### src/rob_recovery_fsm.sv
`default_nettype none

module rob_recovery_fsm (
    input  wire logic clock,
    input  wire logic reset,
    input  wire logic almost_full,
    input  wire logic retire_mispredict,
    input  wire logic retire_halt,
    output logic      dispatch_enable,
    output logic      retire_enable,
    output logic      clear,
    output logic      flush,
    output logic      halted
);

    typedef enum logic [1:0] {
        ST_RUN,
        ST_RECOVER,
        ST_HALTED
    } state_t;

    state_t state;
    state_t state_next;

    always_comb begin
        state_next = state;
        case (state)
            ST_RUN: begin
                if (retire_mispredict) begin
                    state_next = ST_RECOVER;
                end else if (retire_halt) begin
                    state_next = ST_HALTED;
                end
            end
            ST_RECOVER: state_next = ST_RUN;          // single flush cycle
            ST_HALTED:  state_next = ST_HALTED;       // only reset leaves
            default:    state_next = ST_RUN;
        endcase
    end

    always_ff @(posedge clock) begin
        if (reset) begin
            state <= ST_RUN;
        end else begin
            state <= state_next;
        end
    end

    assign dispatch_enable = (state == ST_RUN) && !almost_full;
    assign retire_enable   = (state == ST_RUN);
    // held through recover so stray completions never land
    assign clear           = retire_mispredict || (state == ST_RECOVER);
    assign flush           = (state == ST_RECOVER);
    assign halted          = (state == ST_HALTED);

endmodule

`default_nettype wire

### config.mk
export PLATFORM = sky130hd
export DESIGN_NAME = rob_recovery_fsm
export DESIGN_NICKNAME = d
export VERILOG_FILES = /design/src/rob_recovery_fsm.sv
export SDC_FILE = /design/constraint.sdc
export NUM_CORES = 1
export LEC_CHECK = 0
export BUFFER_PORTS_ARGS = -buffer_cell sky130_fd_sc_hd__buf_2
export CAP_MARGIN = 15
export CELL_PAD_IN_SITES_DETAIL_PLACEMENT = 1
export CELL_PAD_IN_SITES_GLOBAL_PLACEMENT = 1
export CORE_AREA = 2 2 39 41
export DETAILED_ROUTE_END_ITERATION = 10
export DIE_AREA = 0 0 41 43
export PLACE_DENSITY = 0.36
export SETUP_SLACK_MARGIN = 0.5
export SYNTH_ARGS = -nofsm -noshare
export SYNTH_HDL_FRONTEND = slang
export SYNTH_SLANG_ARGS = --single-unit
### constraint.sdc
create_clock -name clock -period 0.8 [get_ports clock]
set_input_delay 0 -clock clock [delete_from_list [all_inputs] [get_ports clock]]
set_output_delay 0 -clock clock [all_outputs]
set_load 0.02 [all_outputs]
; Word-level counts from Yosys, hierarchy flattened
; Cells that the tools add are included.
[classes]
n_eq_ne = 3
n_mux = 3
n_reduce_logical = 4
[ops]
columns = cell, n
row1 = 2-to-1 mux 2 bit, 2
row2 = one-hot mux 2 bit (2 select lines), 1
row3 = inequality test 3 bit (second input constant), 1
row4 = equality test 2 x 1 -> 1 bit (second input constant), 1
row5 = equality test 2 bit (second input constant), 1
row6 = zero test 2 bit, 1
row7 = logical AND 1 bit, 1
row8 = zero test 1 bit, 1
row9 = logical OR 1 bit, 1
[totals]
reg_bits = 2
input_bits = 5
out_inout_bits = 5
word_cells = 11

; Longest topological paths before layout
[logic_depth]
ltp_word = 3
ltp_mapped = 2
ltp_nobuf = 2

; Worst setup path after synthesis
; No wires, ideal clock.
[synth_timing]
path_type = register to output
start = reg state[1]
end = out dispatch_enable
t_arrival_ps = 862
required_ps = 800
setup_slack_ps = -62
path_stages_with_launch = 2
n_path_buf = 0
cell_sequence = dfxtp_1 -> nor3_1
[synth_between]
elab_chain_len = 2
[synth_lines]
columns = element, line
row1 = from (decl), 22  ; state_t state;
row2 = from (signal assigned), 45  ; state <= state_next;
row3 = zero test 2 bit, 49  ; assign dispatch_enable = (state == ST_RUN) && !almost_full;
row4 = logical AND 1 bit, 49
row5 = to (decl), 9  ; output logic dispatch_enable,
; No other way between the ends.

; Final worst setup path
[layout_timing]
start = reg state[0]
end = out clear
[layout_between]
elab_chain_len = 2
[layout_lines]
columns = element, line
row1 = equality test 2 x 1 -> 1 bit, 52  ; assign clear = retire_mispredict || (state == ST_RECOVER);
row2 = logical OR 1 bit, 52
row3 = to (decl), 11  ; output logic clear,
; No other way between the ends.

==> summary.md <==
| Metric | Value |
|---|---|
| Largest area contributor in the netlist | sky130_fd_sc_hd__dfxtp_1 |
| Area taken by flip-flops and latches | 47.5 um^2 |
| Worst min path class | in2reg |
| Number of cells in the finished layout apart from fillers | 44 |
| Leak pwr | 0.125 nW |
| Fillcell total | around 170 |
| Flip-flop count of the largest register, all copies and words added | 2 |
| Drt first pass iters | 2 |
| Die Width | 41 um |
| Number of top-level design ports | 10 |
| Synthesized area | a little over 100 um^2 |
| Number of synthesis warnings | 0 |
| Standard cell core area | 1380 um^2 |
| Number of antenna cells inserted | 0 |
| Finished layout cell area | 279 um^2 |
| Final cycle utilization of the critical path | 128% |
| Kind of capture point of the worst setup path | output port |
| Transition time of the tightest slew-check pin | between 0.2 and 0.25 ns |
| Total area of multi-input combinational cells | 75.1 um^2 |
| Terminating pin of the worst hold path | state[1]$_SDFFE_PP0P_ |
| Worst Reg2Reg Path Length in Cells | 4 |
| Number of setup violations in the final report | 6 |
| WP data required | 0.80 ns |
| Startpoint-to-endpoint class of the critical path | reg2out |
| Fraction of synthesized cell area taken by the top area cell type | 38.6% |
| Post-route setup slack | -0.226 ns |
| CP arrival | 1.03 ns |
| Regs by FF count | state x2 |
| Placed cell count | 38 |
| Num CTS Buffers | 3 |
| Via count of the first global-routing pass | ~150 |
| TritonCTS clock tree | built |
| Number of instances in the synthesized netlist | 11 |
| Largest register by flop count | state |
| Max FO, Critical Path | 4 |
| Worst setup slack before clock tree synthesis | -0.0165 ns |
| Global-route wire length before repair | 552 um |
| Final Max Tran Viols | 0 |
| Synth-to-Final Area Change | 169% |
| Reg2Reg Capture Point | state[1]$_SDFFE_PP0P_ |
| Count of different cell masters after synthesis | 9 |
| Max VDD drop | 0.537 mV |
| Areal power density over the cells | roughly 1700 nW/um^2 |
| Cell row count | 14 |
| Number of synthesized register bits | 2 |
| Initial antenna violation count | 0 |
| Clock tree sinks | 2 |
| Via/cell ratio | 3.48 |
| Worst clock skew | 0.00182 ns |
| Upper clock frequency limit | 0.975 GHz |
| Cell types with the largest area share after synthesis | sky130_fd_sc_hd__dfxtp_1, sky130_fd_sc_hd__nor2b_4, sky130_fd_sc_hd__a211oi_2 |
| Final hold violation count | 2 |
| Placed Area | 201 um^2 |
| Worst skew pair latency | 0.22 ns |
| Fraction of layout instances using a drive strength above 1 | between 80% and 90% |
| R2R Setup Slk | -0.15 ns |
| Count of vias placed by the detailed router | 153 |
| Maximum root-to-sink buffer count | 2 |
| Port buffer count | 9 |
| Post-layout net count | 35 |
| Sequential area share after synthesis | approximately 39% |
| Hold-critical path depth | 2 |
| H-tree Lvls | 1 |
| Remaining max-slew budget at the tightest pin | 84.1% |
| Overall overflow remaining after global route | 0 |
| Initial core utilization | 7.50% |
| Remaining antenna violation count after routing | 0 |
| Tmin final | slightly above 1 ns |
| Area of the die | 1760 um^2 |
| Worst r2r src | state[0]$_SDFFE_PP0P_ |
| Wirelength, routed | 366 um |
| Average wire per standard cell | 8.32 um |
| Die Height | 43 um |
| Failing checks | negative hold slack, negative setup slack |
| Hold slack final | -0.0456 ns |
| Post-synthesis net count | 16 |
| Overall Global Routing Usage | about 5.6% |
| Setup repair after global routing missed its margin | true |
| Maximum number of pins on one net before global-route repair | 6 |
| Drt initial violations | 1 |
| Clock tree root driver cell | sky130_fd_sc_hd__clkbuf_4 |
| Startpoint of the most critical hold path | reset |
| Startpoint type of the worst setup path | flop |
| Final estimated routing congestion in global placement | 0.550 |
| Run status | complete, but fails checks |
| Avg Cell Area, Syn | approximately 9.4 um^2 |
| Maximum Capacitance Violations | 0 |
| Total DRC errors in the routed layout | 0 |
| Clock-pin transition on the worst setup and hold timing paths | 0.03 ns |
[layer usage]
metal | up-vias | global-route usage [%] | share of wire, %
li1 | 74 | - | -
met1 | 67 | 4.47 | 37
met2 | 12 | 6.56 | 42
met3 | 0 | 7.85 | 20
met4 | 0 | 4.00 | 0
met5 | - | 0 | 0
[placed cells by master, fill, tap and decap left out, drive strengths merged]
cell type / instances
buf: 14
nor3: 1
nand2b: 1
or2: 1
nor2b: 1
nor4b: 1
a211oi: 1
clkbuf: 3
nor2: 2
inv: 1
dfxtp: 2
[worst max-delay path, stage by stage (launching register included)]
cell                      delay (ns)
sky130_fd_sc_hd__dfxtp_4        0.34
sky130_fd_sc_hd__nor2b_4        0.12
sky130_fd_sc_hd__or2_4          0.22
sky130_fd_sc_hd__buf_6          0.13
[where the power goes]
group	total [W]	internal [W]	switching, W
clock	0.000215	0.000165	0.0000501
combinational	0.000144	0.0000812	0.0000624
sequential	0.000116	0.000106	0.0000105
[per-stage QoR]
step / setup TNS [ns] / util (%) / total power [W]
after global routing: -1.24 / 20.2 / 0.000529
after global placement: -0.0175 / 14.6 / 0.000222
after detailed placement: -0.0165 / 14.6 / 0.000222
final: -0.915 / 20.2 / 0.000475
after floorplan: 0 / - / 0.000177
after CTS: -0.829 / 19.3 / 0.000487
[synth_stat cells]
| library cell | number |
|---|---|
| sky130_fd_sc_hd__nor2b_4 | 1 |
| sky130_fd_sc_hd__nor4b_1 | 1 |
| sky130_fd_sc_hd__a211oi_2 | 1 |
| sky130_fd_sc_hd__nor3_1 | 1 |
| sky130_fd_sc_hd__or2_1 | 1 |
| sky130_fd_sc_hd__inv_1 | 1 |
| sky130_fd_sc_hd__nor2_1 | 2 |
| sky130_fd_sc_hd__nand2b_1 | 1 |
| sky130_fd_sc_hd__dfxtp_1 | 2 |
[cell type report]
class / instances / share of cell area (%)
Tap cell: 16 / 7.17
Clock buffer: 3 / 8.07
Sequential cell: 2 / 17.0
Inverter: 1 / 1.35
Timing Repair Buffer: 14 / 39.5
Multi-Input combinational cell: 8 / 26.9
[cell families (layout without fill, tap and decap cells)]
logic type | Yosys count | after routing | synth area share, %
flops | 2 | 2 | 38.6
simple gates | 7 | 7 | 45.8
compound gates | 1 | 1 | 12.0
buf+inv | 1 | 18 | 3.61
[repair_timing]
action,4_1_cts,5_1_grt
endpoints found under the hold margin,2,2
setup endpoints to repair,7,7
pin swaps,2,1
gates resized for setup,9,1
buffers inserted,2,1
[worst max-delay path by stage]
| stage | start | endpoint | cells after the start |
|---|---|---|---|
| CTS | state[0]$_SDFFE_PP0P_ | clear | 3 |
| global route | state[0]$_SDFFE_PP0P_ | clear | 3 |
| global placement | state[0]$_SDFFE_PP0P_ | clear | 3 |
| detailed placement | state[0]$_SDFFE_PP0P_ | clear | 3 |
| floorplan | state[0]$_SDFFE_PP0P_ | clear | 2 |
| finish | state[0]$_SDFFE_PP0P_ | clear | 3 |
Power figures use the tool's default switching activity.
