===== config.mk =====
export PLATFORM = sky130hd
export DESIGN_NAME = rob_pointers
export DESIGN_NICKNAME = d
export VERILOG_FILES = /design/src/rob_pkg.sv /design/src/rob_pointers.sv
export VERILOG_INCLUDE_DIRS = /design/src
export SDC_FILE = /design/constraint.sdc
export NUM_CORES = 1
export LEC_CHECK = 0
export BUFFER_PORTS_ARGS = -buffer_cell sky130_fd_sc_hd__buf_2
export CORE_UTILIZATION = 25
export DETAILED_ROUTE_END_ITERATION = 16
export PLACE_DENSITY = 0.54
export SYNTH_ARGS = -nofsm -noshare
export SYNTH_HDL_FRONTEND = slang
export SYNTH_SLANG_ARGS = --single-unit

===== constraint.sdc =====
create_clock -name clock -period 4.1 [get_ports clock]
set_input_delay 0.205 -clock clock [delete_from_list [all_inputs] [get_ports clock]]
set_output_delay 0.205 -clock clock [all_outputs]
set_load 0.01 [all_outputs]

===== src/rob_consts.svh =====
`ifndef ROB_CONSTS_SVH
`define ROB_CONSTS_SVH

// dispatch and retire width
`define ROB_N 2

// buffer depth
`define ROB_SZ 16

// completion buses
`define ROB_CDB_SZ 2

// entry index wide enough for ROB_SZ entries
`define ROB_IDX_W 4

// occupancy is one bit wider than the index
`define ROB_CNT_W 5

`define ROB_ALERT `ROB_N          // almost-full margin

`define ROB_ADDR_W 32

`define ROB_PRN_W 6               // physical register number
`define ROB_ARN_W 5               // architectural register number

`endif


===== src/rob_pkg.sv =====
`default_nettype none
`include "rob_consts.svh"

package rob_pkg;

    typedef logic [`ROB_IDX_W-1:0] rob_idx_t;

    typedef struct packed {
        logic                   executed;
        logic                   mispredicted;
        logic                   is_branch;
        logic                   predicted_taken;
        logic                   is_store;
        logic                   halt;
        logic                   illegal;
        logic [`ROB_PRN_W-1:0]  dest_prn;
        logic [`ROB_ARN_W-1:0]  dest_arn;
        logic [`ROB_ADDR_W-1:0] pc;
        logic [`ROB_ADDR_W-1:0] npc;        // predicted, then resolved target
    } rob_entry_t;

    typedef struct packed {
        logic                   valid;
        logic                   is_branch;
        logic                   predicted_taken;
        logic                   is_store;
        logic                   halt;
        logic                   illegal;
        logic [`ROB_PRN_W-1:0]  dest_prn;
        logic [`ROB_ARN_W-1:0]  dest_arn;
        logic [`ROB_ADDR_W-1:0] pc;
        logic [`ROB_ADDR_W-1:0] npc;
    } rob_dispatch_t;

    typedef struct packed {
        logic                   valid;
        rob_idx_t               robn;
        logic                   branch_taken;
        logic [`ROB_ADDR_W-1:0] target_addr;
    } rob_cdb_t;

    typedef struct packed {
        logic       valid;
        rob_entry_t entry;
    } rob_commit_t;

    // circular index step for a step below ROB_SZ
    function automatic rob_idx_t rob_wrap(input rob_idx_t ptr, input int unsigned step);
        int unsigned sum;
        sum = ptr + step;
        if (sum >= `ROB_SZ) begin
            sum = sum - `ROB_SZ;
        end
        return rob_idx_t'(sum);
    endfunction

endpackage

`default_nettype wire


===== src/rob_pointers.sv =====
`default_nettype none
`include "rob_consts.svh"

module rob_pointers
    import rob_pkg::*;
(
    input  wire logic                  clock,
    input  wire logic                  reset,
    input  wire logic                  clear,
    input  wire logic [`ROB_CNT_W-1:0] dispatch_count,
    input  wire logic [`ROB_CNT_W-1:0] retire_count,
    output rob_idx_t                   head,
    output rob_idx_t                   tail,
    output logic      [`ROB_CNT_W-1:0] count,
    output logic                       almost_full,
    output rob_idx_t  [`ROB_N-1:0]     tail_entries
);

    rob_idx_t                   head_next;
    rob_idx_t                   tail_next;
    logic     [`ROB_CNT_W-1:0] count_next;

    always_comb begin
        head_next  = rob_wrap(head, retire_count);
        tail_next  = rob_wrap(tail, dispatch_count);
        count_next = count + dispatch_count - retire_count;
    end

    always_ff @(posedge clock) begin
        if (reset || clear) begin      // mispredict empties the buffer
            head  <= '0;
            tail  <= '0;
            count <= '0;
        end else begin
            head  <= head_next;
            tail  <= tail_next;
            count <= count_next;
        end
    end

    // alarm leaves room for one full dispatch group already in flight
    assign almost_full = (count > (`ROB_SZ - `ROB_ALERT));

    always_comb begin
        for (int i = 0; i < `ROB_N; i++) begin
            tail_entries[i] = rob_wrap(tail, i);   // slots this cycle's dispatch lands in
        end
    end

endmodule

`default_nettype wire


-- Word level (Yosys, flattened, before mapping)
Index checks and enable logic that the tools add are counted.
- bits in registers: 13
- bits in latches: 0
- memory bits (writable): 0
- bits in read-only memories: 0
- input port bits: 13
- logic and storage cells: 22
- memories: 0
- add/sub/neg operators: 9
- $mul: 0
- divide/modulo/power cells: 0
- magnitude comparators: 5
- eq/ne operators: 0
- shifts and indexed selects: 0
- mux-type cells: 4
- bitwise operators: 0
- reductions and logical operators: 1
- operators by type and width (operator ; count):
    two-way mux 4 bit ; 4
    subtractor 4 x 1 -> 4 bit (second input constant) ; 4
    adder 4 x 5 -> 6 bit ; 2
    greater-or-equal comparator 6 x 5 -> 1 bit (second input constant) ; 2
    adder 4 x 1 -> 5 bit (second input constant) ; 1
    adder 5 bit ; 1
    greater-or-equal comparator 4 x 5 -> 1 bit (second input constant) ; 1
    greater-or-equal comparator 5 bit (second input constant) ; 1
    greater-than comparator 5 x 4 -> 1 bit (second input constant) ; 1
    subtractor 5 bit ; 1
    logical OR 1 bit ; 1

-- Logic depth before layout (Yosys ltp)
- depth in word-level cells: 3
- mapped depth: 8
- mapped depth without buffers: 8

-- Least setup slack after synthesis
No wires, ideal clock.
- path type: register to register
- start point: register count[3]
- end point: register count[3]
- setup time: 0.072 ns
- arrival: 1.826 ns
- required time: 4.028 ns
- slack: 2.202 ns
- cell stages (with the launch flop): 7
- path buffers: 0
- period minus slack after synthesis: 1.898 ns
- cells stage by stage: dfxtp_1 -> inv_1 -> fa_1 -> inv_1 -> ha_1 -> or3_2 -> mux2i_1
- cells in the longest elaborated chain, start to end: 2
- RTL lines (element ; RTL line ; RTL):
    start: declaration ; rob_pointers.sv:14 ; output logic [`ROB_CNT_W-1:0] count,
    start signal: assignment ; rob_pointers.sv:37 ; count <= count_next;
    adder 5 bit ; rob_pointers.sv:26 ; count_next = count + dispatch_count - retire_count;
    subtractor 5 bit ; rob_pointers.sv:26 ;
Every way passes these cells.
A chain may end at the register's enable or synchronous reset.

-- Worst setup path in the final report
Same ends and word-level chain as after synthesis.

==> out/results.txt <==
TritonCTS Sinks - 13
WL/cell - 11.0 microns
Final Max Slew Viols - 0
Final ANT Viol Nets - 0
Synth area leader - dfxtp_1
Buffers on Ports - 34
Setup crit start kind - register
Pleak - 0.633 nW
Final setup vio count - 0
Cell total after placement - 174
Final hold vios - 0
RSZ-0062 raised after global routing - no
Crit path DAT - 2130 ps
Final HPWL DP - 1670 microns
Layout cell share with drive strength beyond 1 - 29.5%
Final worst-path cycle share - 47.9%
Die footprint - 3990 sq um
Most instantiated cells after synthesis - 20 x inv_1, 13 x dfxtp_1, 12 x ha_1
Hold_buf cts - 0
H-tree depth - 1
CTS tree - yes
Max clock buf depth - 2
CTS Buf Count - 3
Worst reg2reg path startpoint - count[3]
Initial Utilization - 27.0%
Die X - 63.2 microns
Via count - 744
Measured slew at the worst slew-check pin - 565 ps
Post-synth EDFFs - 0
Post-Syn Area - 936 sq um
Vias in the first global route - 785
Reg2Reg Depth - 6
WHS Path Cells - 3
Pre-CTS setup slack - 2140 ps
ANT cells - 0
Crit path required time - 4270 ps
Sequential area share after synthesis - 27.8%
Global-route wire length before repair - 3510 microns
Worst Skew - 1.07 ps
Slew HR - 62.2%
Row cnt - 21
Nets - 164
Worst Hold Margin - 267 ps
Run status - finished, final reports clean
Setup CP Type - register to register
Synth Warn # - 0
Worst skew pair latency - 240 ps
Die height - 63.2 microns
DR DRC count - 0
Syn nets - 130
Most common cell in the netlist - inv_1
Max-cap violations - 0
Avg Cell Area, Syn - 9.45 sq um
CTS root buffer - clkbuf_8
Clk pin slew, worst setup/hold paths - 50 ps
Number of synthesized register bits - 13
Post-synth ARST share - 0%
WL final - 1960 microns
Fmax - 0.510 GHz
CP startpoint - count[3]
Critical Path End Type - register
Most used DFF post-synth - dfxtp_1
Tot GR Track Use - 11.6%
Pin count of the biggest net entering global routing - 9
Hold_sp - reset
# resized after CTS - 0
Pre-Repair DR Iteration Count - 3
PnR worst setup slack - 2140 ps
P&R area growth vs syn - 24.7%
Post-route insts no fill - 178
Max IR drop VDD - 0.159 mV
Top cell type's share of synthesized area - 27.8%
Cell variety after synth - 21
# IOs - 35
Critical path fanouts, max - 4
Total global routing overflow - 0
Placer's final routability congestion estimate - 0.725
Fin crit period - 1960 ps
Routed vias/inst - 4.18
Area contributors post-synth - dfxtp_1 28%, ha_1 16%, fa_1 13%, inv_1 8.0%, xnor2_1 4.7%
Postcts setup bufs - 0
PD cells - 355 nW/um^2
Fin util - 33.7%
Initial antenna violation count - 0
Final TNS setup - 0 ps
Initial DRC Count - 25
Worst Hold Class - primary input to register
Synth Instances - 99
Core ar. - 3470 sq um
==> report_power, final <==
part,total [mW],internal [mW],switching (mW)
Sequential,0.154,0.140,0.0133
Combinational,0.147,0.0698,0.0767
Clock,0.114,0.0687,0.0453
==> worst paths after layout <==
check | to | slack, ps
worst min-delay path | count[3] | 270
worst max register to register | count[3] | 2140
worst min register to register | head[0] | 580
worst max-delay path | count[3] | 2140
==> per-layer routing <==
metal | vias to the layer above | routed length [microns] | GRT usage (%)
met1 | 335 | 895 | 13.4
met4 | 0 | 28 | 4.26
met2 | 29 | 892 | 19.0
met3 | 4 | 146 | 4.89
met5 | - | 0 | 0
li1 | 376 | - | -
==> cell families after synthesis <==
| logic type | after synthesis | synth area share, % |
|---|---|---|
| fa+ha+maj | 18 | 28.9 |
| xor+xnor | 10 | 9.36 |
| simple gates | 18 | 9.36 |
| buf+inv | 25 | 12.4 |
| compound gates | 13 | 10.0 |
| flops | 13 | 27.8 |
| mux | 2 | 2.14 |
==> critical path: stages, from the launching register on <==
cell	delay (ps)
dfxtp_1	370
inv_1	70
fa_1	470
inv_1	40
ha_1	320
or3_2	470
mux2i_1	140
==> through the flow <==
stage	instance area, sq um	power (mW)
6_report	1170	0.414
5_1_grt	1170	0.449
4_1_cts	1170	0.422
3_5_place_dp	1120	0.305
3_3_place_gp	1120	0.300
2_1_floorplan	936	0.260
==> flip-flops by register name (all words and copies together) (netlist names) <==
register,cells
count,5
head,4
tail,4
==> layout by cell type (no fill, tap or decap) <==
cell type / count
a2111o_1: 2
a21o_1: 3
a21o_2: 1
a21oi_1: 4
a41o_1: 1
and2_1: 4
buf_2: 34
clkbuf_1: 1
clkbuf_8: 3
dfxtp_1: 13
fa_1: 6
ha_1: 12
inv_1: 20
mux2i_1: 2
nand2_1: 3
nand3_1: 3
nor2_1: 6
o21ai_0: 2
or2_1: 1
or3_2: 1
xnor2_1: 5
xor2_1: 5
==> area by class of cell <==
class,count,area [sq um]
Timing Repair Buffer,34,170
Tap cell,46,57.6
Inverter,20,75.1
Fill cell,391,2300
Clock buffer,4,45.0
Multi-Input combinational cell,61,559
Sequential cell,13,260
Power figures use the tool's default switching activity.
