<file path="config.mk">
export PLATFORM = sky130hd
export DESIGN_NAME = rob_entry_array
export DESIGN_NICKNAME = d
export VERILOG_FILES = /design/src/rob_pkg.sv /design/src/rob_entry_array.sv
export VERILOG_INCLUDE_DIRS = /design/src
export SDC_FILE = /design/constraint.sdc
export NUM_CORES = 2
export LEC_CHECK = 0
export BUFFER_PORTS_ARGS = -buffer_cell sky130_fd_sc_hd__buf_2
export CAP_MARGIN = 15
export CELL_PAD_IN_SITES_DETAIL_PLACEMENT = 1
export CELL_PAD_IN_SITES_GLOBAL_PLACEMENT = 1
export CORE_AREA = 4 4 601 603
export CTS_BUF_LIST = sky130_fd_sc_hd__clkbuf_8
export CTS_CLUSTER_DIAMETER = 200
export DETAILED_ROUTE_END_ITERATION = 8
export DIE_AREA = 0 0 605 607
export HOLD_SLACK_MARGIN = 0.06
export PLACE_DENSITY = 0.52
export SETUP_SLACK_MARGIN = 0.1
export SYNTH_ARGS = -nofsm -noshare
export SYNTH_HDL_FRONTEND = slang
export SYNTH_SLANG_ARGS = --single-unit
</file>
<file path="constraint.sdc">
create_clock -name clock -period 4.3 [get_ports clock]
set_input_delay 0.86 -clock clock [delete_from_list [all_inputs] [get_ports clock]]
set_output_delay 0.86 -clock clock [all_outputs]
set_load 0.05 [all_outputs]
</file>
<file path="src/rob_consts.svh">
`ifndef ROB_CONSTS_SVH
`define ROB_CONSTS_SVH

// dispatch and retire width
`define ROB_N 2

// buffer depth
`define ROB_SZ 16

// completion buses
`define ROB_CDB_SZ 2

// entry index wide enough for ROB_SZ entries
`define ROB_IDX_W 4

// occupancy is one bit wider than the index
`define ROB_CNT_W 5

`define ROB_ALERT `ROB_N          // almost-full margin

`define ROB_ADDR_W 32

`define ROB_PRN_W 6               // physical register number
`define ROB_ARN_W 5               // architectural register number

`endif

</file>
<file path="src/rob_pkg.sv">
`default_nettype none
`include "rob_consts.svh"

package rob_pkg;

    typedef logic [`ROB_IDX_W-1:0] rob_idx_t;

    typedef struct packed {
        logic                   executed;
        logic                   mispredicted;
        logic                   is_branch;
        logic                   predicted_taken;
        logic                   is_store;
        logic                   halt;
        logic                   illegal;
        logic [`ROB_PRN_W-1:0]  dest_prn;
        logic [`ROB_ARN_W-1:0]  dest_arn;
        logic [`ROB_ADDR_W-1:0] pc;
        logic [`ROB_ADDR_W-1:0] npc;        // predicted, then resolved target
    } rob_entry_t;

    typedef struct packed {
        logic                   valid;
        logic                   is_branch;
        logic                   predicted_taken;
        logic                   is_store;
        logic                   halt;
        logic                   illegal;
        logic [`ROB_PRN_W-1:0]  dest_prn;
        logic [`ROB_ARN_W-1:0]  dest_arn;
        logic [`ROB_ADDR_W-1:0] pc;
        logic [`ROB_ADDR_W-1:0] npc;
    } rob_dispatch_t;

    typedef struct packed {
        logic                   valid;
        rob_idx_t               robn;
        logic                   branch_taken;
        logic [`ROB_ADDR_W-1:0] target_addr;
    } rob_cdb_t;

    typedef struct packed {
        logic       valid;
        rob_entry_t entry;
    } rob_commit_t;

    // circular index step for a step below ROB_SZ
    function automatic rob_idx_t rob_wrap(input rob_idx_t ptr, input int unsigned step);
        int unsigned sum;
        sum = ptr + step;
        if (sum >= `ROB_SZ) begin
            sum = sum - `ROB_SZ;
        end
        return rob_idx_t'(sum);
    endfunction

endpackage

`default_nettype wire

</file>
<file path="src/rob_entry_array.sv">
`default_nettype none
`include "rob_consts.svh"

module rob_entry_array
    import rob_pkg::*;
(
    input  wire logic                             clock,
    input  wire logic                             reset,
    input  wire logic                             clear,
    input  wire logic                             dispatch_enable,
    input  wire rob_dispatch_t [`ROB_N-1:0]       dispatch,
    input  wire rob_cdb_t      [`ROB_CDB_SZ-1:0]  cdb,
    input  wire rob_idx_t                         tail,
    output rob_entry_t         [`ROB_SZ-1:0]      entries,
    output logic               [`ROB_CNT_W-1:0]   dispatch_count
);

    rob_entry_t [`ROB_SZ-1:0] entries_next;

    always_comb begin
        int unsigned taken;
        rob_idx_t    slot;
        rob_idx_t    target;
        entries_next = entries;
        taken        = 0;
        slot         = tail;
        target       = '0;

        // valid slots pack together from the tail
        for (int i = 0; i < `ROB_N; i++) begin
            if (dispatch_enable && dispatch[i].valid) begin
                slot = rob_wrap(tail, taken);
                entries_next[slot] = '{
                    executed:        1'b0,
                    mispredicted:    1'b0,
                    is_branch:       dispatch[i].is_branch,
                    predicted_taken: dispatch[i].predicted_taken,
                    is_store:        dispatch[i].is_store,
                    halt:            dispatch[i].halt,
                    illegal:         dispatch[i].illegal,
                    dest_prn:        dispatch[i].dest_prn,
                    dest_arn:        dispatch[i].dest_arn,
                    pc:              dispatch[i].pc,
                    npc:             dispatch[i].npc
                };
                taken++;
            end
        end
        dispatch_count = `ROB_CNT_W'(taken);

        for (int c = 0; c < `ROB_CDB_SZ; c++) begin
            if (cdb[c].valid) begin
                target = cdb[c].robn;
                entries_next[target].executed = 1'b1;
                entries_next[target].npc      = cdb[c].target_addr;   // resolved next pc
                entries_next[target].mispredicted = entries_next[target].is_branch &&
                    (cdb[c].branch_taken != entries_next[target].predicted_taken);
            end
        end
    end

    always_ff @(posedge clock) begin
        if (reset || clear) begin
            entries <= '0;
        end else begin
            entries <= entries_next;
        end
    end

endmodule

`default_nettype wire

</file>
# [Yosys cells after proc, flatten, opt, wreduce, memory -nomap -nowiden]
# Cells that the tools add are included.
[word_totals] mem_bits_ro=0 ff_bits=1312 ram_bits=0 latch_bits=0 mem_count=0 elab_cells=239
[op_classes] addsub=4 mux=38 n_reduce_logical=9 n_div=0 bitwise=0 mul=0 order_cmp=10 eq_ne=2 n_shift=0
[ops] cell="1312-bit bitwise mux" count=8
[ops] cell="1312-bit 2-to-1 mux" count=4
[ops] cell="82-bit demux with 4-bit select" count=8
[ops] cell="82-bit binary-select mux with 4-bit select" count=2
[ops] cell="82-bit 2-to-1 mux" count=4
[ops] cell="81-bit 2-to-1 mux" count=2
[ops] cell="80-bit 2-to-1 mux" count=2
[ops] cell="32-bit 2-to-1 mux" count=2
[ops] cell="4-bit by 5-bit less-than comparator with 1-bit output, second input constant" count=4
[ops] cell="4-bit by 1-bit >= comparator with 1-bit output, second input constant" count=4
[ops] cell="4-bit 2-to-1 mux" count=4
[ops] cell="1-bit logical AND" count=8
[ops] cell="4-bit by 1-bit subtractor with 4-bit output, second input constant" count=2
[ops] cell="4-bit by 1-bit adder with 5-bit output" count=1
[ops] cell="4-bit by 5-bit >= comparator with 1-bit output, second input constant" count=1
[ops] cell="5-bit >= comparator, second input constant" count=1
[ops] cell="5-bit 2-to-1 mux" count=1
[ops] cell="1-bit by 1-bit adder with 2-bit output, second input constant" count=1
[ops] cell="1-bit != test" count=2
[ops] cell="1-bit logical OR" count=1
[ops] cell="1-bit 2-to-1 mux" count=1

# [Logic depth before layout (Yosys ltp)]
[logic_depth] ltp_word=28 mapped_depth=18 depth_no_buf=12

# [Worst setup path after synthesis]
# No wires, ideal clock.
[synth_path] path_type="input to register" start="input dispatch_enable" end="register entries[80] (netlist name)" t_required_ps=4239 slack_ps=-52 arrival_time_ps=4291 setup_ps=61 stages=16 cell_sequence="buf_4 -> clkbuf_1 -> clkbuf_1 -> and2_1 -> ha_1 -> ha_1 -> clkbuf_1 -> nand3_1 -> a21oi_2 -> mux2i_1 -> o22ai_1 -> nor4_1 -> mux2i_1 -> and2_0 -> clkbuf_1 -> o221a_1"
[synth_via] elab_chain_cells=24 word_cells_on_any_way=32
[synth_lines] item="start, declared" line_no="rob_entry_array.sv:10" text="input wire logic dispatch_enable,"
[synth_lines] item="1-bit logical AND" line_no="rob_entry_array.sv:31" text="if (dispatch_enable && dispatch[i].valid) begin"
[synth_lines] item="1-bit 2-to-1 mux" line_no="rob_entry_array.sv:31"
[synth_lines] item="4-bit by 1-bit adder with 5-bit output" line_no="rob_pkg.sv:50" text="sum = ptr + step;"
[synth_lines] item="4-bit by 1-bit subtractor with 4-bit output (no source line) / 5-bit >= comparator (equally long branches)"
[synth_lines] item="4-bit 2-to-1 mux" line_no="rob_pkg.sv:51" text="if (sum >= `ROB_SZ) begin"
[synth_lines] item="4-bit 2-to-1 mux" line_no="rob_entry_array.sv:31"
[synth_lines] item="4-bit by 5-bit less-than comparator with 1-bit output (implied by the code) / 4-bit by 1-bit >= comparator with 1-bit output (equally long branches)" line_no="rob_entry_array.sv:33" text="entries_next[slot] = '{"
[synth_lines] item="1-bit logical AND (implied by the code)" line_no="rob_entry_array.sv:33"
[synth_lines] item="(+8 left out)"
[synth_lines] item="1-bit != test / 1312-bit bitwise mux (equally long branches)" line_no="rob_entry_array.sv:57, rob_entry_array.sv:54"
[synth_lines] item="1-bit logical AND / 1312-bit bitwise mux (equally long branches)" line_no="rob_entry_array.sv:56, rob_entry_array.sv:55"
[synth_lines] item="1312-bit bitwise mux / 82-bit binary-select mux with 4-bit select (equally long branches)" line_no="rob_entry_array.sv:56, rob_entry_array.sv:57"
[synth_lines] item="1312-bit 2-to-1 mux *" line_no="rob_entry_array.sv:52" text="if (cdb[c].valid) begin"
[synth_lines] item="1312-bit bitwise mux / 1-bit != test (equally long branches)" line_no="rob_entry_array.sv:54, rob_entry_array.sv:57"
[synth_lines] item="1312-bit bitwise mux / 1-bit logical AND (equally long branches)" line_no="rob_entry_array.sv:55, rob_entry_array.sv:56"
[synth_lines] item="1312-bit bitwise mux" line_no="rob_entry_array.sv:56" text="entries_next[target].mispredicted = entries_next[target].is_branch &&"
[synth_lines] item="1312-bit 2-to-1 mux *" line_no="rob_entry_array.sv:52"
[synth_lines] item="end signal, assigned" line_no="rob_entry_array.sv:66" text="entries <= entries_next;"
[synth_lines] item="end, declared" line_no="rob_entry_array.sv:14" text="output rob_entry_t [`ROB_SZ-1:0] entries,"
# Every way passes the cells marked *; elsewhere a longest branch is shown, timed or not. The select of a mux whose other input is x is not followed.
# A chain may end at the register's enable or synchronous reset.

# [Final worst setup path]
[layout_path] start="input dispatch_enable" end="output dispatch_count[1]"
[layout_via] elab_chain_cells=4 word_cells_on_any_way=5
[layout_lines] item="1-bit logical AND" line_no="rob_entry_array.sv:31"
[layout_lines] item="1-bit 2-to-1 mux" line_no="rob_entry_array.sv:31"
[layout_lines] item="1-bit by 1-bit adder with 2-bit output" line_no="rob_entry_array.sv:46" text="taken++;"
[layout_lines] item="5-bit 2-to-1 mux *" line_no="rob_entry_array.sv:31"
[layout_lines] item="end, declared" line_no="rob_entry_array.sv:15" text="output logic [`ROB_CNT_W-1:0] dispatch_count"
# Every way passes the cells marked *; elsewhere a longest branch is shown, timed or not.

==> results.tsv <==
stage	metric	value	unit
timing	setup_viol_count_final	0	
critical_path	required	3.44	ns
finish	utilization	24.5	%
floorplanning	start_util	18.8	%
timing	final_max_slew_viol_count	0	
critical_path	crit_type	in -> out	
finish	top_regs	entries (1312)	
power	cellLeakagePower	34.8	nW
clock_tree	cts_tree	built	
min_path	min_from	dispatch[128]	
clock_tree	cts_resized	0	
logic_synthesis	yosys_warnings	0	
logic_synthesis	synth_async_sr_flop_share	0	%
status	outcome	finished, final reports clean	
floorplanning	die_y	607	um
logic_synthesis	synth_top_area_share	39.3	%
finish	design_area	87100	um^2
finish	top_register	entries	
clock_tree	clock_latency	1.02	ns
timing	slew-limit-headroom	17.9	%
clock_tree	cts_inserted_buffers	285	
route	dr.pass1.iters	9	
floorplanning	die_w	605	um
floorplanning	pin_count	1563	
clock_tree	holdBufCountCts	14	
timing	fmax	243	MHz
timing	final.setup_skew	0.104	ns
logic_synthesis	synth_cell_types	82	
placement	hpwlAfterDp	434000	um
grt	grt_pass1_wl	811000	um
grt	grt-ovfl-total	0	
timing	period_minus_slack	4.11	ns
clock_tree	clk_path_buf_depth	4	
clock_tree	cts_post_setup_buffers_inserted	0	
finish	mostFrequentLayoutCells	nand2_1, a21oi_1, buf_2, dfxtp_1, nor2_1	
logic_synthesis	ys_ff_latch	1312	
finish	layout_commonest_cell	nand2_1	
min_path	min_path_type	in -> reg	
route	drt-wirelength-per-cell	40.0	um
route	vias_per_cell	5.63	
logic_synthesis	syn-instance-count	9655	
route	drc	0	
critical_path	path_max_fanout	83	
floorplanning	core_area	355000	um^2
finish	num-nets-final	11000	
finish	largest_reg_flops	1312	
clock_tree	cts-root-buf	clkbuf_8	
grt	grt_max_degree	87	
clock_tree	clkTransAtPathRegs	0.06	ns
route	ant_nets	0	
route	dr_total_vias	88800	
floorplanning	die-area	367000	um^2
clock_tree	ctsHtreeMaxLevel	5	
logic_synthesis	syn_avg_cell_area	6.92	um^2
logic_synthesis	synthFlopType	dfxtp_1	
logic_synthesis	synth_top_cell_by_area	dfxtp_1	
critical_path	crit_arrival	3.25	ns
power	power_density	359	nW/um^2
clock_tree	cts_sinks	1312	
timing	worst_pin_slew	1.23	ns
logic_synthesis	synthTopCellsByArea	dfxtp_1, a21oi_1, nand2_1	
critical_path	start_kind	input pin	
timing	hold_viol_final	0	
job	maxCapViolations	0	
critical_path	worstSetupEndpointType	primary output	
placement	portBuffers	1559	
logic_synthesis	synth-edff-count	0	
grt	track_usage	32.3	%
finish	syn2layout_area_growth	30.4	%
placement	placed_area	81300	um^2
critical_path	reg2reg_setup_slack	1.47	ns
critical_path	r2r_start	entries[816]	
grt	grt_pass1_vias	82000	
logic_synthesis	netlist_area	66800	um^2
critical_path	critPathLaunch	dispatch_enable	
grt	grt_antenna_before_repair	120	
floorplanning	rows	219	
logic_synthesis	yosysSeqAreaShare	39.3	%
timing	rsz0062_at_grt	false	
route	first_iter_violations	13900	
finish	drive_gt1_share	23.2	%
placement	place_congestion	0.925	
power	peakVddDrop	0.207	mV
timing	fin_crit_sh	95.5	%
route	wirelength	630000	um
==> cells by family after synthesis <==
kind of cell | after synthesis | synth area share [%]
adder cells (fa/ha/maj) | 4 | 0.0749
AO/OA/AOI/OAI | 3055 | 27.6
buffers and inverters | 1189 | 6.79
other | 1 | 0.00562
multiplexers | 206 | 3.20
flip-flops | 1312 | 39.3
AND/OR/NAND/NOR | 3881 | 22.9
XOR/XNOR | 7 | 0.0918
==> synthesized netlist by cell type (3+ instances only) <==
library cell,number
nand2_1,2270
o22ai_1,33
buf_6,5
a222oi_1,94
a311oi_1,158
nor2_1,1270
a22oi_1,37
a2111oi_0,5
o21ai_0,156
inv_1,5
a221oi_1,5
buf_1,141
nand4_1,7
mux2i_1,166
a211oi_1,86
o211ai_1,27
a32oi_1,5
clkbuf_1,1018
nand3_1,104
o221ai_1,323
mux2_2,38
nand2_4,3
o211a_1,3
ha_1,4
xnor2_1,5
and3_1,78
a21oi_1,1952
o21ai_1,4
nor2b_1,12
nor3_1,78
buf_2,12
nand2b_1,7
or2_2,6
and2_1,20
nand2_2,6
nor2_2,3
a31oi_1,125
dfxtp_1,1312
o221a_1,12
buf_4,4
==> path summary, 6_finish.rpt <==
check,to,cells past startpoint
worst max-delay path,dispatch_count[1],7
worst max register to register,entries[408],8
worst min-delay path,entries[1195],3
worst min register to register,entries[327],2
==> report_power, final <==
part           internal (mW)  switching [mW]
sequential              12.3           0.155
clock                   7.37            6.97
combinational          0.879            3.60
==> final cells by class <==
class | count | area (um^2)
Fill cell | 43600 | 268000
Multi-Input combinational cell | 7156 | 36800
Sequential cell | 1312 | 26300
Timing Repair Buffer | 2008 | 12400
Tap cell | 4751 | 5940
Clock buffer | 334 | 4600
Clock inverter | 148 | 895
Antenna cell | 53 | 133
Inverter | 8 | 30.0
==> layer usage <==
layer / wire [um] / track usage (%) / vias to the layer above
li1: - / - / 35800
met2: 261000 / 46.9 / 6473
met1: 247000 / 40.7 / 44800
met5: 184 / 0 / -
met3: 67900 / 9.04 / 1722
met4: 54100 / 23.7 / 26
==> per-stage QoR <==
stage          setup TNS, ns  std cells  setup WS, ns  power, mW  hold WS, ns
6_report                   0      15800         0.192       31.3        0.191
3_3_place_gp           -5.72      15200        -0.411       17.0        0.457
5_1_grt                    0      15700         0.211       31.9        0.117
4_1_cts                    0      15700         0.132       31.3       0.0606
2_1_floorplan              0       9657         0.104       14.7        0.693
3_5_place_dp           -4.16      15200        -0.321       17.0        0.463
==> worst max-delay path: stages <==
cell and delay [ns]:
buf_4 0.10, buf_12 0.41, nand2_2 0.23, inv_2 0.17, buf_4 0.56, ha_1 0.48, buf_2 0.34
Note: power is estimated with default switching activity, not from simulation.
