===== config.mk =====
export PLATFORM = sky130hd
export DESIGN_NAME = rob_retire
export DESIGN_NICKNAME = d
export VERILOG_FILES = /design/src/rob_pkg.sv /design/src/rob_retire.sv
export VERILOG_INCLUDE_DIRS = /design/src
export SDC_FILE = /design/constraint.sdc
export NUM_CORES = 1
export LEC_CHECK = 0
export BUFFER_PORTS_ARGS = -buffer_cell sky130_fd_sc_hd__buf_2
export CORE_AREA = 10 10 581 583
export DETAILED_ROUTE_END_ITERATION = 6
export DIE_AREA = 0 0 591 593
export PLACE_DENSITY = 0.3
export SYNTH_ARGS = -nofsm -noshare
export SYNTH_HDL_FRONTEND = slang
export SYNTH_SLANG_ARGS = --single-unit

===== constraint.sdc =====
create_clock -name vclk -period 3.1
set_input_delay 0.31 -clock vclk [all_inputs]
set_output_delay 0.31 -clock vclk [all_outputs]
set_load 0.1 [all_outputs]

===== src/rob_consts.svh =====
`ifndef ROB_CONSTS_SVH
`define ROB_CONSTS_SVH

// dispatch and retire width
`define ROB_N 2

// buffer depth
`define ROB_SZ 16

// completion buses
`define ROB_CDB_SZ 2

// entry index wide enough for ROB_SZ entries
`define ROB_IDX_W 4

// occupancy is one bit wider than the index
`define ROB_CNT_W 5

`define ROB_ALERT `ROB_N          // almost-full margin

`define ROB_ADDR_W 32

`define ROB_PRN_W 6               // physical register number
`define ROB_ARN_W 5               // architectural register number

`endif


===== src/rob_pkg.sv =====
`default_nettype none
`include "rob_consts.svh"

package rob_pkg;

    typedef logic [`ROB_IDX_W-1:0] rob_idx_t;

    typedef struct packed {
        logic                   executed;
        logic                   mispredicted;
        logic                   is_branch;
        logic                   predicted_taken;
        logic                   is_store;
        logic                   halt;
        logic                   illegal;
        logic [`ROB_PRN_W-1:0]  dest_prn;
        logic [`ROB_ARN_W-1:0]  dest_arn;
        logic [`ROB_ADDR_W-1:0] pc;
        logic [`ROB_ADDR_W-1:0] npc;        // predicted, then resolved target
    } rob_entry_t;

    typedef struct packed {
        logic                   valid;
        logic                   is_branch;
        logic                   predicted_taken;
        logic                   is_store;
        logic                   halt;
        logic                   illegal;
        logic [`ROB_PRN_W-1:0]  dest_prn;
        logic [`ROB_ARN_W-1:0]  dest_arn;
        logic [`ROB_ADDR_W-1:0] pc;
        logic [`ROB_ADDR_W-1:0] npc;
    } rob_dispatch_t;

    typedef struct packed {
        logic                   valid;
        rob_idx_t               robn;
        logic                   branch_taken;
        logic [`ROB_ADDR_W-1:0] target_addr;
    } rob_cdb_t;

    typedef struct packed {
        logic       valid;
        rob_entry_t entry;
    } rob_commit_t;

    // circular index step for a step below ROB_SZ
    function automatic rob_idx_t rob_wrap(input rob_idx_t ptr, input int unsigned step);
        int unsigned sum;
        sum = ptr + step;
        if (sum >= `ROB_SZ) begin
            sum = sum - `ROB_SZ;
        end
        return rob_idx_t'(sum);
    endfunction

endpackage

`default_nettype wire


===== src/rob_retire.sv =====
`default_nettype none
`include "rob_consts.svh"

module rob_retire
    import rob_pkg::*;
(
    input  wire rob_entry_t  [`ROB_SZ-1:0]    entries,
    input  wire rob_idx_t                     head,
    input  wire logic        [`ROB_CNT_W-1:0] count,
    input  wire logic                         retire_enable,
    output rob_commit_t      [`ROB_N-1:0]     commit,
    output logic             [`ROB_CNT_W-1:0] retire_count,
    output logic                              retire_mispredict,
    output logic                              retire_halt
);

    always_comb begin
        rob_idx_t    idx;
        logic        open;
        int unsigned n;
        open              = retire_enable;
        n                 = 0;
        idx               = head;
        retire_mispredict = 1'b0;
        retire_halt       = 1'b0;

        for (int i = 0; i < `ROB_N; i++) begin
            idx             = rob_wrap(head, i);
            commit[i].entry = entries[idx];
            commit[i].valid = 1'b0;
            if (open && (i < count) && entries[idx].executed) begin
                commit[i].valid = 1'b1;
                n++;
                if (entries[idx].mispredicted) begin
                    retire_mispredict = 1'b1;      // younger entries are wrong path
                    open              = 1'b0;
                end else if (entries[idx].halt) begin
                    retire_halt = 1'b1;
                    open        = 1'b0;
                end
            end else begin
                open = 1'b0;                       // in-order retirement stops at first hole
            end
        end

        retire_count = `ROB_CNT_W'(n);
    end

endmodule

`default_nettype wire


### After elaboration in Yosys (flattened, before gate mapping)

Cells that the tools add are included.

| word-level totals | value |
|---|---|
| bits in registers | 0 |
| latch bits | 0 |
| bits in writable memories | 0 |
| bits in read-only memories | 0 |
| word-level logic and storage cells | 37 |
| memories kept | 0 |

| operators by class | value |
|---|---|
| $add $sub $neg | 4 |
| multiply operators | 0 |
| div/mod/pow operators | 0 |
| $lt $le $gt $ge | 6 |
| eq/ne operators | 0 |
| shifts and indexed selects | 0 |
| muxes and demuxes | 23 |
| bitwise gates (word level) | 0 |
| reductions and logical operators | 4 |

Operators with widths:

| kind | number |
|---|---|
| binary-select mux 82 bit (select 4 bit) | 2 |
| 2-to-1 mux 82 bit | 2 |
| 2-to-1 mux 1 bit | 16 |
| less-than comparator 1 x 5 -> 1 bit (first input constant) | 2 |
| less-than comparator 4 x 5 -> 1 bit (second input constant) | 2 |
| 2-to-1 mux 4 bit | 2 |
| subtractor 4 x 1 -> 4 bit (second input constant) | 2 |
| adder 4 x 1 -> 5 bit (second input constant) | 1 |
| >= comparator 4 x 5 -> 1 bit (second input constant) | 1 |
| >= comparator 5 bit (second input constant) | 1 |
| 2-to-1 mux 5 bit | 1 |
| logical AND 1 bit | 4 |
| adder 1 x 1 -> 2 bit (second input constant) | 1 |

### Depth between registers and ports, before layout

Gate-level depths: netlist of the first run.

| logic depth | value |
|---|---|
| word-level depth | 10 |
| gate-level depth with buffers | 10 |
| mapped depth without buffers | 7 |

### Worst setup path before layout of the first run

OpenSTA, ideal clock, no wires.

| path | value |
|---|---|
| path kind | input to output |
| start point | in head[1] |
| end point | out retire_halt |
| data arrival time | 4.027 ns |
| data required time | 2.790 ns |
| slack | -1.237 ns |
| cell stages on the path | 6 |
| cell sequence | buf_4 mux4_2 mux4_2 o211a_2 nand2b_4 o41ai_2 |

RTL lines:

| what | RTL line | text |
|---|---|---|
| start: declaration | rob_retire.sv:8 | `input wire rob_idx_t head,` |
| end: declaration | rob_retire.sv:14 | `output logic retire_halt` |

==> run_results.csv, run 1 <==
group,metric,value,unit
power,power_density,285,mW/mm^2
place,pre_cts_ws,-949,ps
yosys,muxShareOfSynthArea,0.938,
timing,rsz0062_at_grt,"true",
place,hpwl,244,mm
worst_hold_path,min-delay-start,"retire_enable",
setup_path,crit_arrival,2800,ps
yosys,synth_top_area_frac,0.928,
global_route,use_met2,0.242,
yosys,netlist_instances,1050,
setup_path,worstSetupPathType,"primary input to output port",
drt,route.antenna.remaining_nets,0,
run_status,outcome,"finished, violations left",
timing,fmax,321,MHz
yosys,netlist-cell-type-count,29,
timing,fin_crit,3110,ps
global_route,grt_max_degree,43,
yosys,syn_avg_cell_area,18.7,um^2
global_route,use_met1,0.157,
timing,finalHoldViolations,0,
global_route,antenna_found_initial,437,
setup_path,cp_common_cell,"buf_12",
layout,final_layout_size_suffix_gt1_frac,0.986,
setup_path,path_max_fanout,9,
floorplanning,rows,210,
yosys,syn_area,0.0197,mm^2
yosys,synth_compound_area_frac,0.00350,
layout,fin_area,0.0352,mm^2
setup_path,crit_chain,"buf_12, ha_4, buf_12, buf_8, buf_12, buf_4, mux4_2, mux4_2, buf_4",
timing,worst_slew_pin_slew,862,ps
global_route,met3_usage,0.0710,
setup_path,worst_setup_path_end_kind,"output port",
power,irDropWorstVdd,0.151,mV
place,gp_congestion,0.922,
timing,report.final.slew_viol_count,0,
drt,route.detailed.drc,0,
floorplanning,die_y,593,um
yosys,ys_warn_count,0,
layout,clock_buffers,0,
yosys,synth_area_leaders,"mux4_2 93%, buf_2 2.2%, clkbuf_1 1.1%",
layout,regArea,0,um^2
drt,vias,24529,
place,dpl_cell_area,0.0342,mm^2
floorplanning,die-area,0.350,mm^2
yosys,synth_xor_area_frac,0.00267,
timing,max_slew_margin,0.425,
yosys,yosys.area_share.simple,0.00604,
setup_path,critPathBufInv,6,
drt,drt_iter0_drc,2381,
layout,fin_cells,7051,
yosys,synthAdderAreaFrac,0.00127,
global_route,grt_pass1_wl,317,mm
worst_hold_path,hold_depth,4,
timing,fin_crit_sh,1.00,
global_route,grt_usage,0.140,
layout,fin_nets,3889,
setup_path,cp-start-kind,"primary input",
drt,wl_per_cell,37.2,um
setup_path,cp_top_family,"buffers and inverters",
job,cap_violations,0,
setup_path,worstPathRequired,2790,ps
layout,fillers,37498,
yosys,ys_seq_area_frac,0,
worst_hold_path,hold_end,"retire_halt",
layout,area_growth,78.9,%
floorplanning,pin_count,1495,
place,port_buffers,1492,
global_route,grt_overflow,0,
worst_hold_path,hold_path.class,"primary input to output port",
global_route,grt-busiest-layer,"met2",
timing,setup_ws,-14.0,ps
power,power.leakage,0.0128,uW
drt,drt_pass1_iterations,5,
drt,wl,263,mm
setup_path,slowest_delay,540,ps
layout,seq_cell_count,0,
global_route,grt_pass1_vias,24370,
floorplanning,start_util,0.0604,
floorplanning,core,0.326,mm^2
run_status,violations,"setup timing",
floorplanning,fp.dieW,591,um
yosys,yosysTopAreaCell,"mux4_2",
yosys,synth_top_family_by_area,"multiplexers",
place,placed_cells,6885,
setup_path,crit_cells,9,
power,finalPower,10000,uW
timing,setup_viol,2,
setup_path,crit_path_top_delay_cell,"mux4_2",
drt,vias_per_cell,3.48,
cell usage after synthesis (2+ instances only):
cell      number
nand2_1        5
buf_2         86
buf_6         11
nor2_1         5
mux4_2       811
mux2i_1       18
a221oi_1       2
buf_4         13
buf_1         18
clkbuf_1      56
ha_1           2
nor2b_1        2
inv_1          3
nand3_1        2
a31oi_1        2
layout by cell type (no fill, tap or decap), types with 2 or more instances in the layout:
cell,count
a221oi_1,2
buf_12,82
buf_16,5
buf_2,1407
buf_4,168
buf_6,16
buf_8,11
clkbuf_16,3
clkbuf_4,3
conb_1,3
diode_2,142
ha_4,2
mux2i_1,15
mux2i_2,2
mux2i_4,2
mux4_2,811
nand2_1,5
nor2_1,3
nor2_4,2
nor2b_1,2
xnor2_4,2
area by class of cell:
type               instances  area, um^2  area share
diodes                   142         355      0.0101
multi-input cells        864       18900       0.536
repair buffers          1696       10500       0.299
well taps               4346        5440       0.154
inverters                  3        15.0    0.000426
per-stage QoR:
step / hold slack (ps) / setup TNS [ps] / util
floorplan: 855 / -596 / -
CTS: 1370 / -1020 / 0.106
global placement: 1360 / -19460 / 0.105
global route: 1350 / -718 / 0.107
finish: 1300 / -14.7 / 0.108
detailed placement: 1370 / -20050 / 0.105
worst max-delay path by stage:
stage / start / slack, ps / endpoint
2_1_floorplan: head[0] / -460 / retire_halt
3_3_place_gp: head[0] / -1050 / retire_halt
3_5_place_dp: head[0] / -950 / retire_halt
4_1_cts: head[0] / -130 / commit[157]
5_1_grt: head[0] / -110 / commit[162]
6_report: head[0] / -10 / commit[162]
logic make-up after synthesis:
logic type / Yosys count
adders and majority gates: 2
xor gates and xnor gates: 3
and+or+nand+nor: 19
buffers and inverters: 188
other: 1
muxes: 830
AOI/OAI and AO/OA: 7
timing repair:
item                                   4_1_cts  5_1_grt
buffers inserted                            13        7
setup endpoints to repair                   88       45
pin swaps                                    4        3
hold buffers                                 0        0
cloned                                       1        3
resized for setup                           64       36
endpoints found under the hold margin        0        0
power by group:
part           internal, uW  switching [uW]
Sequential                0               0
Combinational          3760            6270
Clock               0.00656               0
Total                  3760            6270
per-layer routing:
metal  routed length (um)  up-vias
li1                     -     8684
met1                95100    12694
met2               125000     2197
met3                33200      728
met4                 7340      226
met5                 1510        -
No activity file was read; power rests on OpenSTA's default activity.
==> run 2: changes to the inputs <==
--- a/config.mk
+++ b/config.mk
@@ -6,11 +6,13 @@
 export SDC_FILE = /design/constraint.sdc
 export NUM_CORES = 1
 export LEC_CHECK = 0
+export ABC_AREA = 1
 export BUFFER_PORTS_ARGS = -buffer_cell sky130_fd_sc_hd__buf_2
-export CORE_AREA = 10 10 581 583
+export CORE_AREA = 10 10 571 573
 export DETAILED_ROUTE_END_ITERATION = 6
-export DIE_AREA = 0 0 591 593
+export DIE_AREA = 0 0 581 583
 export PLACE_DENSITY = 0.3
 export SYNTH_ARGS = -nofsm -noshare
 export SYNTH_HDL_FRONTEND = slang
 export SYNTH_SLANG_ARGS = --single-unit
+export TNS_END_PERCENT = 5
==> run_results.csv, run 2 <==
group,metric,value,unit
setup_path,crit_arrival,2680,ps
power,irDropWorstVdd,0.217,mV
run_status,outcome,"complete, no violations",
floorplanning,rows,206,
drt,drt_iter0_drc,4182,
layout,regArea,0,um^2
timing,worst_slew_pin_slew,841,ps
setup_path,path_max_fanout,74,
layout,final_cell_mix,"1320 x buf_2, 1268 x o21ai_0, 738 x nor2_1, 607 x a21oi_1, 492 x inv_1",
yosys,synth_top_family_by_area,"compound AO/OA/AOI/OAI gates",
yosys,yosysTopAreaCell,"o21ai_0",
timing,tns,0,ps
yosys,netlist_instances,4873,
yosys,synth_xor_area_frac,0.00140,
yosys,yosys.area_share.simple,0.195,
place,gp_congestion,0.904,
global_route,grt_overflow,0,
global_route,antenna_found_initial,424,
setup_path,worstPathRequired,2790,ps
yosys,synthTopCellsByCount,"1269 x o21ai_0, 738 x nor2_1, 608 x a21oi_1, 496 x inv_1, 304 x nand2_1",
power,power.leakage,0.0167,uW
floorplanning,die-area,0.339,mm^2
global_route,grt_pass1_wl,407,mm
layout,area_growth,65.1,%
layout,fin_nets,7370,
layout,final_util,0.126,
drt,route.antenna.remaining_nets,0,
timing,setup_viol,0,
yosys,synth_top_area_frac,0.264,
place,port_buffers,1492,
worst_hold_path,hold_path.class,"primary input to output port",
timing,fmax,335,MHz
setup_path,worst_setup_path_end_kind,"output port",
drt,vias,43409,
drt,wl_per_cell,30.5,um
layout,seq_cell_count,0,
timing,max_slew_margin,0.439,
layout,clock_buffers,0,
setup_path,cp-start-kind,"primary input",
power,power_density,269,mW/mm^2
timing,finalHoldViolations,0,
drt,vias_per_cell,4.17,
timing,fin_crit_sh,0.963,
yosys,ys_warn_count,0,
floorplanning,fp.dieW,581,um
setup_path,worstSetupPathType,"primary input to output port",
timing,rsz0062_at_grt,"false",
global_route,grt_max_degree,122,
yosys,syn_area,0.0241,mm^2
timing,fin_crit,2990,ps
global_route,grt_usage,0.174,
layout,fillers,37438,
yosys,yosysMostFrequentCell,"o21ai_0",
job,cap_violations,0,
yosys,netlist-cell-type-count,28,
drt,route.detailed.drc,0,
timing,report.final.slew_viol_count,0,
drt,drt_pass1_iterations,6,
layout,layout_commonest_cell,"buf_2",
floorplanning,pin_count,1495,
floorplanning,start_util,0.0766,
yosys,synthAdderAreaFrac,0.00104,
floorplanning,die_y,583,um
drt,wl,317,mm
yosys,syn_avg_cell_area,4.94,um^2
yosys,muxShareOfSynthArea,0,
place,hpwl,277,mm
floorplanning,core,0.314,mm^2
yosys,synth_compound_area_frac,0.612,
yosys,ys_seq_area_frac,0,
global_route,grt_pass1_vias,40052,
yosys,synth_area_leaders,"o21ai_0 26%, a21oi_1 13%, nor2_1 12%",
layout,final_layout_size_suffix_gt1_frac,0.287,
## run 2: cell families after synthesis
| logic type | Yosys count |
|---|---|
| simple gates | 1197 |
| xor+xnor | 3 |
| fa+ha+maj | 2 |
| other cells | 1 |
| compound gates | 2627 |
| buf+inv | 1043 |
## run 2: through the flow
step / setup slack [ps] / instance area (um^2) / power (uW) / std cells / hold slack, ps
detailed placement: -161 / 39200 / 10700 / 10205 / 1210
finish: 114 / 39700 / 10700 / 10419 / 1200
CTS: 5.61 / 39200 / 10700 / 10204 / 1210
global route: 13.6 / 39500 / 11300 / 10317 / 1240
global placement: -143 / 39200 / 10700 / 10205 / 1200
floorplan: -17.3 / 24100 / 5770 / 4875 / 1170
## run 2: layer usage
metal,GRT usage,part of all wire
met1,0.207,0.40
met2,0.297,0.47
met3,0.0724,0.11
met4,0.0312,0.025
met5,0,0.0044
## run 2: final cells by class
class                           instances  area (um^2)  share of cell area
Multi-Input combinational cell       3832        19600               0.493
Timing Repair Buffer                 1713        12500               0.314
Tap cell                             4160         5200               0.131
Inverter                              499         1930              0.0485
Antenna cell                          215          538              0.0135
## run 2: repair_timing
action	CTS	global route
hold endpoints to repair	0	0
setup buffers	0	0
endpoints found under the setup margin	2	0
gates resized for setup	3	0
hold buffers	0	0
## run 2: critical path, stage by stage
cell	delay [ps]
buf_8	200
ha_4	290
buf_12	180
buf_4	370
o21ai_0	520
o211ai_1	180
nand2_1	180
buf_12	190
## run 2: final timing paths
check	startpoint	to	slack, ps	cells after the start
setup / recovery	head[0]	commit[140]	110	8
hold / removal	entries[200]	commit[119]	1200	6
## run 2: power breakdown
part / total, uW / internal [uW] / switching (uW)
registers: 0 / 0 / 0
clock network: 0.00923 / 0.00923 / 0
logic: 10700 / 3520 / 7180
